[src/source/cache_pkg.sv]
package cache_pkg;

	// address split 5 / 8 / 3
	localparam int data_width   = 16;
	localparam int tag_width    = 5;
	localparam int index_width  = 8;
	localparam int offset_width = 3;
	localparam int num_sets     = 1 << index_width;
	localparam int line_words   = 4;

	typedef logic [data_width-1:0]   data_t;
	typedef logic [tag_width-1:0]    tag_t;
	typedef logic [index_width-1:0]  index_t;
	typedef logic [offset_width-1:0] offset_t;

	typedef struct packed {
		tag_t    tag;
		index_t  index;
		offset_t offset;
	} cache_addr_t;

	// controller to one way
	typedef struct packed {
		logic    enable;
		logic    write;
		logic    valid_in;
		logic    dirty_in;
		index_t  index;
		offset_t offset;
		tag_t    tag;
		data_t   data;
	} way_ctrl_t;

	typedef struct packed {
		logic  hit;
		logic  valid;
		logic  dirty;
		tag_t  tag;
		data_t data;
	} way_status_t;

	typedef struct packed {
		logic        rd;
		logic        wr;
		cache_addr_t addr;
		data_t       data;
	} mem_req_t;

	typedef enum logic [3:0] {
		idle,
		wb_0, wb_1, wb_2, wb_3,
		fill_0, fill_1, fill_2, fill_3, fill_4, fill_5
	} ctrl_state_e;

endpackage

[src/source/victim_select.sv]
`timescale 1ns/1ps

module victim_select (
	input  logic              clk,
	input  logic              reset,
	input  cache_pkg::index_t index,
	input  logic              valid_0,
	input  logic              valid_1,
	input  logic              touch,
	input  logic              used_way,
	output logic              victim_way
);
	import cache_pkg::*;

	// one bit per set, names the way to evict next
	logic [num_sets-1:0] lru_bits;

	always_ff @(posedge clk)
	begin
		if (reset)
			lru_bits <= '0;
		else if (touch)
			lru_bits[index] <= ~used_way;
	end

	// empty ways are filled before anything is evicted
	always_comb
	begin
		if (!valid_0)
			victim_way = 1'b0;
		else if (!valid_1)
			victim_way = 1'b1;
		else
			victim_way = lru_bits[index];
	end

endmodule

[config.mk]
export PLATFORM = sky130hd
export DESIGN_NAME = victim_select
export DESIGN_NICKNAME = d
export VERILOG_FILES = /design/src/source/cache_pkg.sv /design/src/source/victim_select.sv
export SDC_FILE = /design/constraint.sdc
export NUM_CORES = 1
export LEC_CHECK = 0
export BUFFER_PORTS_ARGS = -buffer_cell sky130_fd_sc_hd__buf_2
export CAP_MARGIN = 20
export CORE_MARGIN = 2
export CORE_UTILIZATION = 43
export DETAILED_ROUTE_END_ITERATION = 10
export HOLD_SLACK_MARGIN = 0.1
export PLACE_DENSITY = 0.61
export SYNTH_ARGS = -nofsm -noshare
export SYNTH_HDL_FRONTEND = slang
export SYNTH_SLANG_ARGS = --single-unit
[constraint.sdc]
create_clock -name clk -period 5.9 [get_ports clk]
set_input_delay 0.59 -clock clk [delete_from_list [all_inputs] [get_ports clk]]
set_output_delay 0.59 -clock clk [all_outputs]
set_load 0.005 [all_outputs]
==> After elaboration in Yosys (flattened, before gate mapping) <==
Cells that the tools add are included.
{ "op_classes": {"order_cmp": 2, "n_mux": 7, "bitwise_logic": 1, "n_reduce_logical": 1} }
{ "ops": {"columns": ["cell", "count"], "rows": [
  ["256-bit bitwise mux", 1],
  ["8-bit by 9-bit less-than comparator with 1-bit output, second input constant", 1],
  ["1-bit binary-select mux with 8-bit select", 1],
  ["1-bit demux with 8-bit select", 1],
  ["8-bit by 1-bit greater-or-equal comparator with 1-bit output, second input constant", 1],
  ["1-bit two-way mux", 4],
  ["1-bit logical AND", 1],
  ["1-bit NOT", 1]
]} }
{ "totals": {"reg_bits": 256, "inputBits": 14, "out_inout_bits": 1, "wordCells": 12} }

==> Depth between registers and ports, before layout <==
{ "depth": {"word_depth": 5, "ltp_mapped": 11, "mapped_depth_nobuf": 7} }

==> Worst setup path before layout <==
OpenSTA, ideal clock, no wires.
{ "synth_path": {"kind": "input-to-output", "from": "input port index[0]", "to": "output port victim_way", "t_arrival_ps": 2328, "required_time_ps": 5310, "path_slack_ps": 2982, "stages": 8, "path_buffers": 2, "cell_sequence": "buf_4 buf_2 mux4_2 a211oi_1 a21oi_1 o211ai_1 o311ai_1 a22o_1"} }
{ "synth_via": {"elab_chain_len": 4} }
{ "synth_rtl": {"columns": ["item", "line", "source"], "rows": [
  ["from (decl)", "victim_select.sv:6", "input cache_pkg::index_t index,"],
  ["1-bit binary-select mux with 8-bit select", "victim_select.sv:34", "victim_way = lru_bits[index];"],
  ["1-bit two-way mux (implied by the code)", "victim_select.sv:34", null],
  ["1-bit two-way mux", "victim_select.sv:31", "else if (!valid_1)"],
  ["1-bit two-way mux", "victim_select.sv:29", "if (!valid_0)"],
  ["to (decl)", "victim_select.sv:11", "output logic victim_way"]
]} }
No other way between the ends. The select of a mux whose other input is x is not followed.

==> Final worst setup path <==
{ "layout_path": {"from": "input port index[1]", "to": "output port victim_way"} }
The elaborated chain is that of the path after synthesis.

==> flow_summary.json <==
{
  "synthCells": 1211,
  "core-area_mm2": 0.0270,
  "cp_max_fo": 38,
  "synth.avg_cell_area_um2": 9.76,
  "cts.sinks": 256,
  "diodes": 0,
  "finalSetupTns_ns": 0,
  "dp_hpwl_um": 19100,
  "wl_per_cell_um": 22.6,
  "ioPinCount": 15,
  "end_kind": "output pin",
  "rsz0062_at_grt": "false",
  "registers.top_by_ff_count": "lru_bits",
  "maxCapViolations": 0,
  "wirelength_um": 33700,
  "tritoncts": "built",
  "ys_ff_latch": 256,
  "root_buffer": "clkbuf_16",
  "finalCriticalPeriod_ns": 3.82,
  "largest_register_ffs": 256,
  "cts_buffers": 28,
  "initial_core_util": 0.439,
  "clk_pin_slew_ns": 0.06,
  "async_flop_share": 0,
  "cts_max_path_buffers": 3,
  "h-tree-depth": 1,
  "top_regs": "lru_bits: 256 flops",
  "postSynthNetCount": 1225,
  "routabilityCongestion": 0.783,
  "synth-edff-count": 0,
  "drc_errors": 0,
  "start_kind": "input pin",
  "drt_iter0_drc": 1044,
  "synthMostInstantiatedCell": "a21oi_1",
  "antenna_left": 0,
  "worstSetupPathType": "input pin to output pin",
  "dieWidth_um": 170,
  "grt_util_all_layers": 0.231,
  "nets": 1142,
  "rows": 60,
  "synthesis.area_mm2": 0.0118,
  "final_cells": 1491,
  "antenna_found_initial": 0,
  "min_path_type": "input pin to flop",
  "power.leakage_nw": 3.86,
  "setup_viol": 0,
  "synthTopCellsByCount": "a21oi_1 (257), dfxtp_1 (256), a311oi_1 (227)",
  "dr.pass1.iters": 5,
  "synth_top_area_frac": 0.434,
  "ir_worst_vdd_uv": 224,
  "fillers": 2483,
  "synth_area_leaders": "dfxtp_1 (43%), a311oi_1 (17%), a21oi_1 (11%)",
  "powerDensity_mw_per_mm2": 291,
  "synth.distinct_cells": 44,
  "grt_pass1_wl_um": 53400,
  "post-route-period-util": 0.647,
  "syn2layout_area_growth_pct": 9.89,
  "via_count": 9918,
  "slew_violations": 0,
  "synthFlopType": "dfxtp_1",
  "tightestPinTransition_ns": 1.05,
  "clkLatencyLatePin_ns": 0.53,
  "cts_hold_buf": 0,
  "synth_warnings": 0,
  "seq_area_frac_synth": 0.434,
  "post_cts_resized": 0,
  "final_core_util": 0.482,
  "grt_pass1_vias": 8952,
  "status": "completed",
  "grt_max_degree": 157,
  "hold_viol": 0,
  "worstPathArrival_ns": 3.23,
  "fmax_mhz": 262,
  "final-seq-area_mm2": 0.00512,
  "multi_input_area_mm2": 0.00602,
  "pre_cts_slack_ns": 2.12,
  "cts_setup_buffers": 0,
  "io_buffer_count": 14,
  "skew_ns": 0,
  "drive_gt1_frac": 0.159,
  "fp.dieArea_mm2": 0.0288,
  "die_h_um": 170,
  "critPathRequiredTime_ns": 5.31,
  "power_mw": 3.79,
  "slew_headroom": 0.298,
  "viasPerCell": 6.65,
  "grt_overflow_total": 0,
  "layout_setup_ws_ns": 2.08,
  "placed_cells": 1436,
  "synth_top_area_cell": "dfxtp_1"
}
-- cell type report --
class | instances | area share
clock buffer | 40 | 0.0629
multi-input combinational | 784 | 0.463
inverter | 5 | 0.00144
clock inverter | 12 | 0.0106
tap | 341 | 0.0328
timing repair buffer | 53 | 0.0345
sequential | 256 | 0.395
-- worst max-delay path, cell delays in order --
cell and delay [ns]:
buf_4 0.48, nor2b_1 0.67, a22oi_1 0.21, and3_1 0.23, a311oi_1 0.25, a31oi_1 0.09, o311a_1 0.31, a22o_1 0.24
buf_2 0.14
-- per-layer routing --
| layer | up-vias | GRT usage | wire [µm] |
|---|---|---|---|
| met1 | 4811 | 0.347 | 15300 |
| met2 | 389 | 0.350 | 15500 |
| li1 | 4668 | - | - |
| met4 | 0 | 0.0543 | 681 |
| met3 | 50 | 0.0317 | 2250 |
| met5 | - | 0 | 0 |
-- kinds of logic after synthesis --
group	count (synthesis)	synth area share
muxes	91	0.125
DFF	256	0.434
buffers and inverters	171	0.0628
and+or+nand+nor	137	0.0601
AOI/OAI and AO/OA	556	0.318
-- cells in the final DEF (no fill, tap or decap), types with 2 or more instances in the layout --
cell type,Yosys,layout
a211oi_1,5,5
a21oi_1,257,257
a22oi_1,20,20
a311oi_1,227,227
a31oi_1,2,2
and3_1,4,4
buf_16,0,2
buf_2,23,10
buf_4,12,36
buf_6,2,2
buf_8,1,2
bufinv_16,0,3
clkbuf_1,127,6
clkbuf_16,0,29
clkbuf_8,0,5
clkinv_2,0,8
dfxtp_1,256,256
inv_1,4,4
mux2_2,6,6
mux2i_1,40,40
mux4_2,45,45
nand2_1,31,31
nand2b_1,3,3
nand3_1,13,13
nand4_1,3,3
nor2_1,19,14
nor2_2,17,22
nor2b_1,6,6
nor3_1,10,4
nor3_2,0,6
o2111ai_1,5,5
o21ai_0,29,29
o22ai_1,2,2
or3_1,26,26
-- final timing paths --
path / start / endpoint / slack, ns / cells after the start
worst max-delay path: index[1] / victim_way / 2.08 / 9
worst min-delay path: reset / lru_bits[57] / 0.31 / 2
worst max register to register: lru_bits[49] / lru_bits[49] / 5.12 / 2
worst min register to register: lru_bits[238] / lru_bits[238] / 0.47 / 2
-- power by group --
group	switching (mW)	total [mW]	internal (mW)
Clock	0.715	1.81	1.09
Combinational	0.186	0.245	0.0594
Sequential	0.00194	1.73	1.73
-- stage by stage --
| step | hold slack, ns | instance area (µm²) |
|---|---|---|
| after global routing | 0.308 | 13000 |
| final | 0.314 | 13000 |
| after CTS | 0.471 | 12900 |
| after global placement | 0.455 | 11900 |
| after floorplan | 0.446 | 11800 |
| after detailed placement | 0.463 | 12000 |
Note: power is estimated with default switching activity, not from simulation.
