--- src/source/cache_pkg.sv ---
package cache_pkg;

	// address split 5 / 8 / 3
	localparam int data_width   = 16;
	localparam int tag_width    = 5;
	localparam int index_width  = 8;
	localparam int offset_width = 3;
	localparam int num_sets     = 1 << index_width;
	localparam int line_words   = 4;

	typedef logic [data_width-1:0]   data_t;
	typedef logic [tag_width-1:0]    tag_t;
	typedef logic [index_width-1:0]  index_t;
	typedef logic [offset_width-1:0] offset_t;

	typedef struct packed {
		tag_t    tag;
		index_t  index;
		offset_t offset;
	} cache_addr_t;

	// controller to one way
	typedef struct packed {
		logic    enable;
		logic    write;
		logic    valid_in;
		logic    dirty_in;
		index_t  index;
		offset_t offset;
		tag_t    tag;
		data_t   data;
	} way_ctrl_t;

	typedef struct packed {
		logic  hit;
		logic  valid;
		logic  dirty;
		tag_t  tag;
		data_t data;
	} way_status_t;

	typedef struct packed {
		logic        rd;
		logic        wr;
		cache_addr_t addr;
		data_t       data;
	} mem_req_t;

	typedef enum logic [3:0] {
		idle,
		wb_0, wb_1, wb_2, wb_3,
		fill_0, fill_1, fill_2, fill_3, fill_4, fill_5
	} ctrl_state_e;

endpackage

--- src/source/cache_controller.sv ---
`timescale 1ns/1ps

module cache_controller (
	input  logic                   clk,
	input  logic                   reset,
	input  logic                   rd,
	input  logic                   wr,
	input  cache_pkg::cache_addr_t addr,
	input  cache_pkg::data_t       write_data,
	input  cache_pkg::way_status_t status_0,
	input  cache_pkg::way_status_t status_1,
	input  logic                   victim_way,
	input  cache_pkg::data_t       mem_data,
	output cache_pkg::way_ctrl_t   ctrl_0,
	output cache_pkg::way_ctrl_t   ctrl_1,
	output cache_pkg::mem_req_t    mem_req,
	output logic                   touch,
	output logic                   used_way,
	output cache_pkg::data_t       read_data,
	output logic                   done,
	output logic                   stall,
	output logic                   cache_hit
);
	import cache_pkg::*;

	ctrl_state_e state;
	ctrl_state_e next_state;

	logic        req;
	logic        hit_any;
	logic        victim_q;
	logic        write_q;
	logic        sel_way;
	logic        target_way;
	way_status_t victim_status;
	way_ctrl_t   way_cmd;
	data_t       read_latch;

	// per-state step decode
	logic       wb_active;
	logic       rd_issue;
	logic       fill_write;
	logic [1:0] wb_word;
	logic [1:0] rd_word;
	logic [1:0] fill_word;
	logic       req_word_match;

	assign req     = rd | wr;
	assign hit_any = status_0.hit | status_1.hit;

	// selector in idle and the registered choice after
	assign sel_way       = (state == idle) ? victim_way : victim_q;
	assign victim_status = sel_way ? status_1 : status_0;

	assign req_word_match = (fill_word == addr.offset[2:1]);

	always_comb
	begin
		wb_active  = 1'b0;
		rd_issue   = 1'b0;
		fill_write = 1'b0;
		wb_word    = 2'd0;
		rd_word    = 2'd0;
		fill_word  = 2'd0;
		unique case (state)
			wb_0:
			begin
				wb_active = 1'b1;
				wb_word   = 2'd0;
			end
			wb_1:
			begin
				wb_active = 1'b1;
				wb_word   = 2'd1;
			end
			wb_2:
			begin
				wb_active = 1'b1;
				wb_word   = 2'd2;
			end
			wb_3:
			begin
				wb_active = 1'b1;
				wb_word   = 2'd3;
			end
			fill_0:
			begin
				rd_issue = 1'b1;
				rd_word  = 2'd0;
			end
			fill_1:
			begin
				rd_issue = 1'b1;
				rd_word  = 2'd1;
			end
			// reads from fill_0 come back two cycles on
			fill_2:
			begin
				rd_issue   = 1'b1;
				rd_word    = 2'd2;
				fill_write = 1'b1;
				fill_word  = 2'd0;
			end
			fill_3:
			begin
				rd_issue   = 1'b1;
				rd_word    = 2'd3;
				fill_write = 1'b1;
				fill_word  = 2'd1;
			end
			fill_4:
			begin
				fill_write = 1'b1;
				fill_word  = 2'd2;
			end
			fill_5:
			begin
				fill_write = 1'b1;
				fill_word  = 2'd3;
			end
			default: ;
		endcase
	end

	always_comb
	begin
		next_state = state;
		unique case (state)
			idle:
			begin
				if (req && !hit_any)
					next_state = (victim_status.valid && victim_status.dirty) ? wb_0 : fill_0;
			end
			wb_0:    next_state = wb_1;
			wb_1:    next_state = wb_2;
			wb_2:    next_state = wb_3;
			wb_3:    next_state = fill_0;
			fill_0:  next_state = fill_1;
			fill_1:  next_state = fill_2;
			fill_2:  next_state = fill_3;
			fill_3:  next_state = fill_4;
			fill_4:  next_state = fill_5;
			fill_5:  next_state = idle;
			default: next_state = idle;
		endcase
	end

	always_ff @(posedge clk)
	begin
		if (reset)
		begin
			state    <= idle;
			victim_q <= 1'b0;
			write_q  <= 1'b0;
		end
		else
		begin
			state <= next_state;
			if (state == idle && req && !hit_any)
			begin
				victim_q <= victim_way;
				write_q  <= wr;
			end
		end
	end

	// requested word as it streams past
	always_ff @(posedge clk)
	begin
		if (fill_write && !write_q && req_word_match)
			read_latch <= mem_data;
	end

	always_comb
	begin
		way_cmd          = '0;
		way_cmd.index    = addr.index;
		way_cmd.offset   = addr.offset;
		way_cmd.tag      = addr.tag;
		way_cmd.data     = write_data;
		way_cmd.valid_in = 1'b1;
		way_cmd.dirty_in = 1'b1;
		target_way       = victim_q;
		mem_req          = '0;
		mem_req.addr     = addr;
		touch            = 1'b0;
		used_way         = victim_q;
		read_data        = read_latch;
		done             = 1'b0;
		cache_hit        = 1'b0;
		stall            = 1'b1;

		if (state == idle)
		begin
			target_way     = status_1.hit;
			way_cmd.enable = req & hit_any;
			way_cmd.write  = wr & hit_any;
			read_data      = status_1.hit ? status_1.data : status_0.data;
			done           = req & hit_any;
			cache_hit      = req & hit_any;
			touch          = req & hit_any;
			used_way       = status_1.hit;
			stall          = req & ~hit_any;
		end

		// victim line out to memory under its stored tag
		if (wb_active)
		begin
			way_cmd.enable      = 1'b1;
			way_cmd.offset      = {wb_word, 1'b0};
			mem_req.wr          = 1'b1;
			mem_req.addr.tag    = victim_status.tag;
			mem_req.addr.offset = {wb_word, 1'b0};
			mem_req.data        = victim_status.data;
		end

		if (rd_issue)
		begin
			mem_req.rd          = 1'b1;
			mem_req.addr.offset = {rd_word, 1'b0};
		end

		// write miss merges its data into the refilled word
		if (fill_write)
		begin
			way_cmd.enable   = 1'b1;
			way_cmd.write    = 1'b1;
			way_cmd.offset   = {fill_word, 1'b0};
			way_cmd.dirty_in = write_q;
			way_cmd.data     = (write_q && req_word_match) ? write_data : mem_data;
		end

		if (state == fill_5)
		begin
			done      = 1'b1;
			touch     = 1'b1;
			stall     = 1'b0;
			read_data = req_word_match ? mem_data : read_latch;
		end
	end

	always_comb
	begin
		ctrl_0        = way_cmd;
		ctrl_1        = way_cmd;
		ctrl_0.enable = way_cmd.enable & ~target_way;
		ctrl_0.write  = way_cmd.write & ~target_way;
		ctrl_1.enable = way_cmd.enable & target_way;
		ctrl_1.write  = way_cmd.write & target_way;
	end

	a_rd_wr_exclusive: assert property (@(posedge clk) disable iff (reset)
		!(rd && wr));

	// done only from a single-way hit in idle or the last refill step
	a_done_state: assert property (@(posedge clk) disable iff (reset)
		done |-> (state == fill_5 || (state == idle && (status_0.hit ^ status_1.hit))));

endmodule

--- config.mk ---
export PLATFORM = sky130hd
export DESIGN_NAME = cache_controller
export DESIGN_NICKNAME = d
export VERILOG_FILES = /design/src/source/cache_pkg.sv /design/src/source/cache_controller.sv
export SDC_FILE = /design/constraint.sdc
export NUM_CORES = 1
export LEC_CHECK = 0
export BUFFER_PORTS_ARGS = -buffer_cell sky130_fd_sc_hd__buf_2
export CAP_MARGIN = 15
export CORE_AREA = 2 2 89 91
export DETAILED_ROUTE_END_ITERATION = 8
export DIE_AREA = 0 0 91 93
export PLACE_DENSITY = 0.71
export SLEW_MARGIN = 10
export SYNTH_ARGS = -nofsm -noshare
export SYNTH_HDL_FRONTEND = slang
export SYNTH_SLANG_ARGS = --single-unit
--- constraint.sdc ---
create_clock -name clk -period 3.2 [get_ports clk]
set_input_delay 0 -clock clk [delete_from_list [all_inputs] [get_ports clk]]
set_output_delay 0 -clock clk [all_outputs]
set_load 0.01 [all_outputs]
* Word level (Yosys, flattened, before mapping)
Cells that the tools add are included.
Widths: inputs -> output; s select.
** Word-level totals
- Register bits after elaboration :: 22
- Input port bits :: 101
- Output and inout port bits :: 127
- Word-level logic and storage cells :: 72
** Operators by class
- Equality and inequality tests :: 12
- Multiplexer cells :: 32
- Bitwise operators :: 11
- Reduce and logical (&&, ||, !) cells :: 13
** Operator list (count)
- $mux 16 :: 6
- $pmux 4 s10 :: 1
- $mux 23 :: 1
- $mux 19 :: 1
- $pmux 2 s3 :: 3
- $eq 4x3->1 const B :: 4
- $eq 4x4->1 const B :: 3
- $mux 1 :: 12
- $mux 3 :: 4
- $reduce_or 4->1 :: 3
- $eq 4x2->1 const B :: 2
- $and 1x1->1 :: 7
- $logic_and 1x1->1 :: 7
- $mux 6 :: 1
- $eq 4x1->1 const B :: 1
- $logic_not 4->1 :: 1
- $mux 2 :: 2
- $mux 4 :: 1
- $eq 2x2->1 :: 1
- $logic_not 1->1 :: 2
- $ne 2x2->1 const B :: 1
- $not 1->1 :: 2
- $or 1x1->1 :: 2

* Logic depth before layout (Yosys ltp)
Gate-level depths: netlist of run 1.
- Word-level depth :: 7
- Mapped depth :: 8
- Mapped depth without buffers :: 6

* Worst setup path before layout of run 1
Ideal clock, no wire load.
- Path type :: reg-to-output
- Start point :: reg state[0]
- End point :: out ctrl_1[12] in the netlist's numbering
- Data arrival time :: 1.912 ns
- Required time :: 3.200 ns
- Slack :: 1.288 ns
- Stages on the path, launching flop included :: 9
- Buffers on the path :: 3
- Path through :: dfxtp_1 buf_2 and2_1 o21ai_2 o21ai_2 a21oi_4 buf_6 mux2_1 buf_4
** RTL lines
- start, declared :: RTL line cache_controller.sv:26 : ctrl_state_e state;
- start signal, assigned :: RTL line cache_controller.sv:152 : state <= idle;
- start signal, assigned :: RTL line cache_controller.sv:158 : state <= next_state;
- end, declared :: RTL line cache_controller.sv:15 : output cache_pkg::way_ctrl_t ctrl_1,

==> results of run 1 <==
## synth_stat cells (all sizes together)
cell type	count
a2111oi	1
a21oi	26
a22oi	1
a311oi	1
a31o	1
a32oi	1
and2	3
buf	74
clkbuf	5
conb	1
dfxtp	6
edfxtp	16
inv	2
mux2	17
mux2i	22
nand2	71
nand2b	3
nand4	1
nand4b	1
nor2	23
nor2b	2
nor3	5
nor3b	1
nor4	1
o211ai	1
o21ai	17
o21ba	1
o221a	16
o221ai	1
o22ai	1
o31ai	1
or2	2
or3	1
or4	1
xnor2	2
## routing by layer
metal | up-vias | global-route usage [%]
li1 | 1373 | -
met1 | 1297 | 26.1
met2 | 155 | 33.3
met3 | 12 | 2.50
met4 | 0 | 4.04
met5 | - | 0
## path summary, 6_finish.rpt
path / start / to / slack (ns) / cells after the start
hold reg to reg: victim_q / victim_q / 0.59 / 2
setup / recovery: state[3] / ctrl_0[8] / 0.34 / 6
hold / removal: addr[10] / mem_req[26] / 0.00001 / 0
setup reg to reg: state[3] / read_latch[3] / 0.74 / 4
## logic make-up (layout without fill, tap and decap cells)
family          after synthesis  after routing  synth area share, %
xor+xnor                      2              2                0.674
flops                        22             22                 23.1
mux                          39             39                 15.8
compound gates               69             69                 19.1
buf+inv                      81            219                 21.3
simple gates                115            115                 19.7
other cells                   1              2                0.144
## flip-flops by register name, summed over array words and instances, names as in the netlist
register / count
read_latch: 16
state: 4
victim_q: 1
write_q: 1
## what timing repair did
item                                   in CTS  in global routing
hold buffers                               17                  0
endpoints found under the hold margin      19                  0
setup buffers                               0                  0
## final cells by class
| type | count | share of cell area [%] |
|---|---|---|
| Multi-Input combinational cell | 227 | 42.4 |
| Clock inverter | 1 | 0.880 |
| Tap cell | 102 | 3.74 |
| Clock buffer | 3 | 1.21 |
| Inverter | 2 | 0.220 |
| Sequential cell | 22 | 17.6 |
| Timing Repair Buffer | 213 | 34.0 |
## critical path: stages, from the launching register on
cell	delay, ns
dfxtp_1	0.80
nand2b_1	0.19
o21ai_2	0.38
o21ai_2	0.13
a21oi_4	0.51
mux2_2	0.43
buf_2	0.15
## metrics by stage
stage / hold WS [ns] / instance area (µm²) / total power [mW] / util [%]
2_1_floorplan: 0.0691 / 2600 / 1.32 / -
6_report: 0.00000974 / 3410 / 2.02 / 45.3
4_1_cts: 0.000144 / 3410 / 2.02 / 45.3
5_1_grt: 0.0000620 / 3410 / 2.17 / 45.3
3_3_place_gp: 0.000144 / 3170 / 1.74 / 42.1
3_5_place_dp: 0.000144 / 3170 / 1.75 / 42.1
## where the power goes
group | internal [mW] | switching [mW] | total [mW] | leakage (nW)
clock | 0.167 | 0.0912 | 0.258 | 0.0357
combinational | 0.576 | 0.811 | 1.39 | 1.48
sequential | 0.318 | 0.0523 | 0.370 | 0.193
==> metrics.md, run 1 <==
| Metric | Value |
|---|---|
| FP Rows | 32 |
| IO Count | ~230 |
| Final Max Tran Viols | 0 |
| Slew headroom | roughly 51% |
| HP Class | in -> out |
| Static leakage | 1.71 nW |
| Share of cells above drive strength 1 | 51.1% |
| PostCTS Resize Cnt | 0 |
| Top layer in use | met4 |
| CTS tree | built |
| Largest net degree at the start of global routing | 23 |
| Dominant cell type by area after synthesis | edfxtp_1 |
| Slew of the pin with the lowest slew margin | roughly 0.73 ns |
| Critical-path maximum fanout | 22 |
| Final Wtd Congestion | 0.875 |
| Fmax | between 300 and 400 MHz |
| Vias in the first global route | 2568 |
| Synth cell types | 45 |
| Power density cells | just under 600 nW/µm² |
| Ranking of synthesized cells by area | edfxtp_1 (18%), buf_4 (17%), nand2_1 (10%), mux2i_1 (8.5%), o221a_2 (6.9%) |
| Netlist Area Pre-Place | about 2600 µm² |
| Share of the synthesized area in the top cell type | 18.5% |
| WL/cell | between 15 and 20 µm |
| Root buffer cell | clkbuf_8 |
| Starting Density | between 30% and 40% |
| 1st-iter DRT viols | 205 |
| CP arrival | roughly 2.9 ns |
| Vias per cell | about 5.0 |
| Initial antenna violation count | 0 |
| GRT Util Overall | roughly 19% |
| Fin crit share | around nine tenths |
| Area delta synth->final | 31.4% |
| Pre-CTS WS | 0.691 ns |
| Commonest non-fill, non-tap cell in the layout | buf_2 |
| Unrepaired setup endpoints after global routing | false |
| # nets final | between 500 and 600 |
| Final Hold Vio Count | 0 |
| DR vias | 2837 |
| CP Launch Type | flip-flop |
| Core area | 7530 µm² |
| Final setup fails | 0 |
| Avg Inst Size Synth | just under 8 µm² |
| Outcome | finished, final reports clean |
| Fill cell count | about 800 |
| Critical path capture point type | output port |
| Register Area | approximately 600 µm² |
| WL met3 | between 600 and 700 µm |
| Placed Cells | roughly 550 |
| Peak VDD IR | about 0.27 mV |
| Clock buffer depth | 2 |
| CTS Sinks | 22 |
| Seq cells post-synth | 22 |
| Post-synthesis sequential area ratio | between 20 and 25% |
| IO buf count | 193 |
| Antenna Diode Count | 0 |
| Met2 layer wire length in the routed design | around 4.4 mm |
| Clock transition at path regs | 0.08 ns |
| Full die area | approximately 8500 µm² |
| Worst Clk Skew | around 0.0052 ns |
| CP required | about 3.2 ns |
| First-pass GRT wire length | about 13 mm |
| Setup TNS | 0 ns |
| Mapped Cells | roughly 330 |
| Critical path class | reg -> out |
| Hpwl dp | about 6.7 mm |
| Number of routed nets with antenna violations | 0 |
| Clock Latency Late Sink | between 0.2 and 0.3 ns |
| Max Cap Viol | 0 |
| Global route overflow | 0 |
| Drt pass-1 iters | 4 |
| Cell Count, Final, Fillers Out | 570 |
| DIE WIDTH | 91 µm |
| YS warnings | 0 |
| CTS Buf Count | 3 |
| Post-Route M1 WL | around 3.7 mm |
| Routed WL | 8.93 mm |
| Htree depth | 1 |
| DIE HEIGHT | around 93 µm |
| Multi-input logic area | 1450 µm² |
| Commonest non-fill, non-tap cells in the layout | buf_2 (193), nand2_1 (70), a21oi_1 (25) |
| DRC | 0 |
| Fin crit period | 2.86 ns |
| Final worst setup slack | 0.336 ns |
No activity file was read; power rests on OpenSTA's default activity.
==> run 2: changes to the inputs <==
--- a/config.mk
+++ b/config.mk
@@ -5,12 +5,14 @@
 export SDC_FILE = /design/constraint.sdc
 export NUM_CORES = 1
 export LEC_CHECK = 0
+export ABC_CLOCK_PERIOD_IN_PS = 3200
 export BUFFER_PORTS_ARGS = -buffer_cell sky130_fd_sc_hd__buf_2
 export CAP_MARGIN = 15
-export CORE_AREA = 2 2 89 91
+export CORE_AREA = 2 2 88 90
 export DETAILED_ROUTE_END_ITERATION = 8
-export DIE_AREA = 0 0 91 93
-export PLACE_DENSITY = 0.71
+export DIE_AREA = 0 0 90 92
+export PLACE_DENSITY = 0.72
+export RECOVER_POWER = 100
 export SLEW_MARGIN = 10
 export SYNTH_ARGS = -nofsm -noshare
 export SYNTH_HDL_FRONTEND = slang
==> metrics.md, run 2 (same netlist as run 1, synthesis figures left out) <==
| Metric | Value |
|---|---|
| Vias in the first global route | 2645 |
| Final Hold Vio Count | 0 |
| CP arrival | approximately 2.9 ns |
| CTS Sinks | 22 |
| # nets final | 570 |
| Area delta synth->final | 24.6% |
| CTS tree | built |
| Most used cell, CP | o21ai_2 |
| Core area | 7450 µm² |
| Critical path capture point type | output port |
| Power, Total | around 1.8 mW |
| CP Launch Type | flip-flop |
| HP Class | in -> out |
| Biggest registers after layout | read_latch (16), state (4) |
| Slowest cell on crit path | dfxtp_1 |
| Max Cap Viol | 0 |
| Outcome | finished, final reports clean |
| Full die area | between 8000 and 9000 µm² |
| Vias per cell | ~5 |
| Static leakage | about 1.4 nW |
| Worst r2r src | state[3] |
| Setup TNS | 0 ns |
| Final Max Tran Viols | 0 |
| Antenna Diode Count | 0 |
| Post-CTS setup buffer count | 0 |
| Critical path class | reg -> out |
| Initial antenna violation count | 0 |
| Worst setup path end | ctrl_0[5] |
| CP required | between 3 and 4 ns |
| Final Wtd Congestion | 0.866 |
| Final std cell area, no fill | between 3000 and 4000 µm² |
| Worst Clk Skew | 0.00309 ns |
| Share of cells above drive strength 1 | between 20% and 30% |
| Final setup fails | 0 |
| Clock transition at path regs | about 0.08 ns |
| Routed WL | slightly below 9 mm |
| IO buf count | between 150 and 200 |
| 1st-iter DRT viols | ~210 |
| DIE WIDTH | about 90 µm |
| Critical-path maximum fanout | 22 |
| Placed standard-cell area | ~3200 µm² |
| Fin crit period | approximately 2.9 ns |
| Starting Density | approximately a third |
| Slew headroom | approximately 49% |
| Worst r2r path cells | 4 |
| DR vias | between 2k and 3k |
| Number of flip-flops in the largest register | 16 |
| Htree depth | 1 |
| Root buffer cell | clkbuf_8 |
| FP Rows | 32 |
| Number of routed nets with antenna violations | 0 |
| Drt pass-1 iters | 4 |
| Clock Latency Late Sink | roughly 0.26 ns |
| First-pass GRT wire length | between 10 and 15 mm |
| Register with the most flip-flops | read_latch |
| Power density cells | 570 nW/µm² |
| Slew of the pin with the lowest slew margin | ~0.77 ns |
| DIE HEIGHT | 92 µm |
| Commonest non-fill, non-tap cells in the layout | clkbuf_1 (106), buf_2 (87), nand2_1 (71) |
| R2R Setup Slk | 0.46 ns |
| Worst-path cell chain | nand2b_1, o21ai_2, o21ai_2, a21oi_4, mux2_1, clkbuf_1 |
| Fin crit share | 89.2% |
| Worst R2R End | read_latch[4] |
| Unrepaired setup endpoints after global routing | false |
| Global route overflow | 0 |
| DRC | 0 |
| PostCTS Resize Cnt | 0 |
| Hpwl dp | around 6.6 mm |
| CTS Buf Count | 3 |
| WL/cell | ~15 µm |
| Commonest non-fill, non-tap cell in the layout | clkbuf_1 |
| Fmax | between 300 and 400 MHz |
| IO Count | ~230 |
| Largest net degree at the start of global routing | 25 |
| Clock buffer depth | 2 |
| Peak VDD IR | 0.281 mV |
| Crit. Startpoint | state[3] |
| Worst stage delay on the critical path | between 0.7 and 0.8 ns |
| GRT Util Overall | between 10% and 20% |
run 2: changes by cell type in the layout (fill, tap and decap cells not counted), moves of 2 or more:
cell,delta
buf_2,-106
clkbuf_1,+106
mux2_1,+5
mux2_2,-5
buf_4,-2
clkbuf_2,+2
run 2: layer usage:
layer | part of all wire, % | vias to the layer above | GRT usage, %
met5 | 0 | - | 0
met4 | 0.83 | 0 | 3.97
met3 | 7.0 | 10 | 3.70
met2 | 49 | 143 | 34.3
met1 | 43 | 1337 | 25.4
li1 | - | 1378 | -
run 2: area by class of cell:
| type | instances | area [µm²] |
|---|---|---|
| tap | 102 | 128 |
| inverter | 2 | 7.51 |
| clock inverter | 1 | 3.75 |
| multi-input combinational | 227 | 1430 |
| clock buffer | 3 | 41.3 |
| sequential | 22 | 601 |
| timing repair buffer | 213 | 1020 |
| fill | 830 | 4210 |
run 2: report_power, final:
group          internal (mW)  switching (mW)  total (mW)
registers              0.318          0.0525       0.370
logic                  0.486           0.810        1.30
clock network         0.0856          0.0912       0.177
total                  0.889           0.954        1.84
run 2: worst min path at each step:
stage / to / cells past startpoint / slack [ns] / from
after floorplan: state[3] / 1 / 0.07 / reset
after global placement: ctrl_1[29] / 0 / 0.0001 / addr[8]
after detailed placement: ctrl_1[29] / 0 / 0.0001 / addr[8]
after CTS: ctrl_1[29] / 0 / 0.0001 / addr[8]
after global routing: mem_req[23] / 0 / 0.00004 / addr[7]
final: mem_req[19] / 0 / 0.00001 / addr[3]
run 2: timing repair:
action | in CTS | in global routing
endpoints found under the setup margin | 0 | 0
hold endpoints to repair | 19 | 0
hold buffers | 17 | 0
run 2: through the flow:
step	std cells	hold slack [ns]	setup slack [ns]	util, %
2_1_floorplan	330	0.0691	1.29	-
5_1_grt	570	0.0000381	0.185	43.4
6_report	570	0.00000974	0.346	43.4
3_3_place_gp	549	0.000144	0.756	42.6
3_5_place_dp	549	0.000144	0.665	42.6
4_1_cts	570	0.000144	0.362	45.5
run 2: worst max-delay path: cells and delay by family, from the launching register on:
kind	cells	cell delay [ns]
muxes	1	0.43
and+or+nand+nor	1	0.19
buffers and inverters	1	0.15
DFF	1	0.79
AOI/OAI and AO/OA	3	1.02
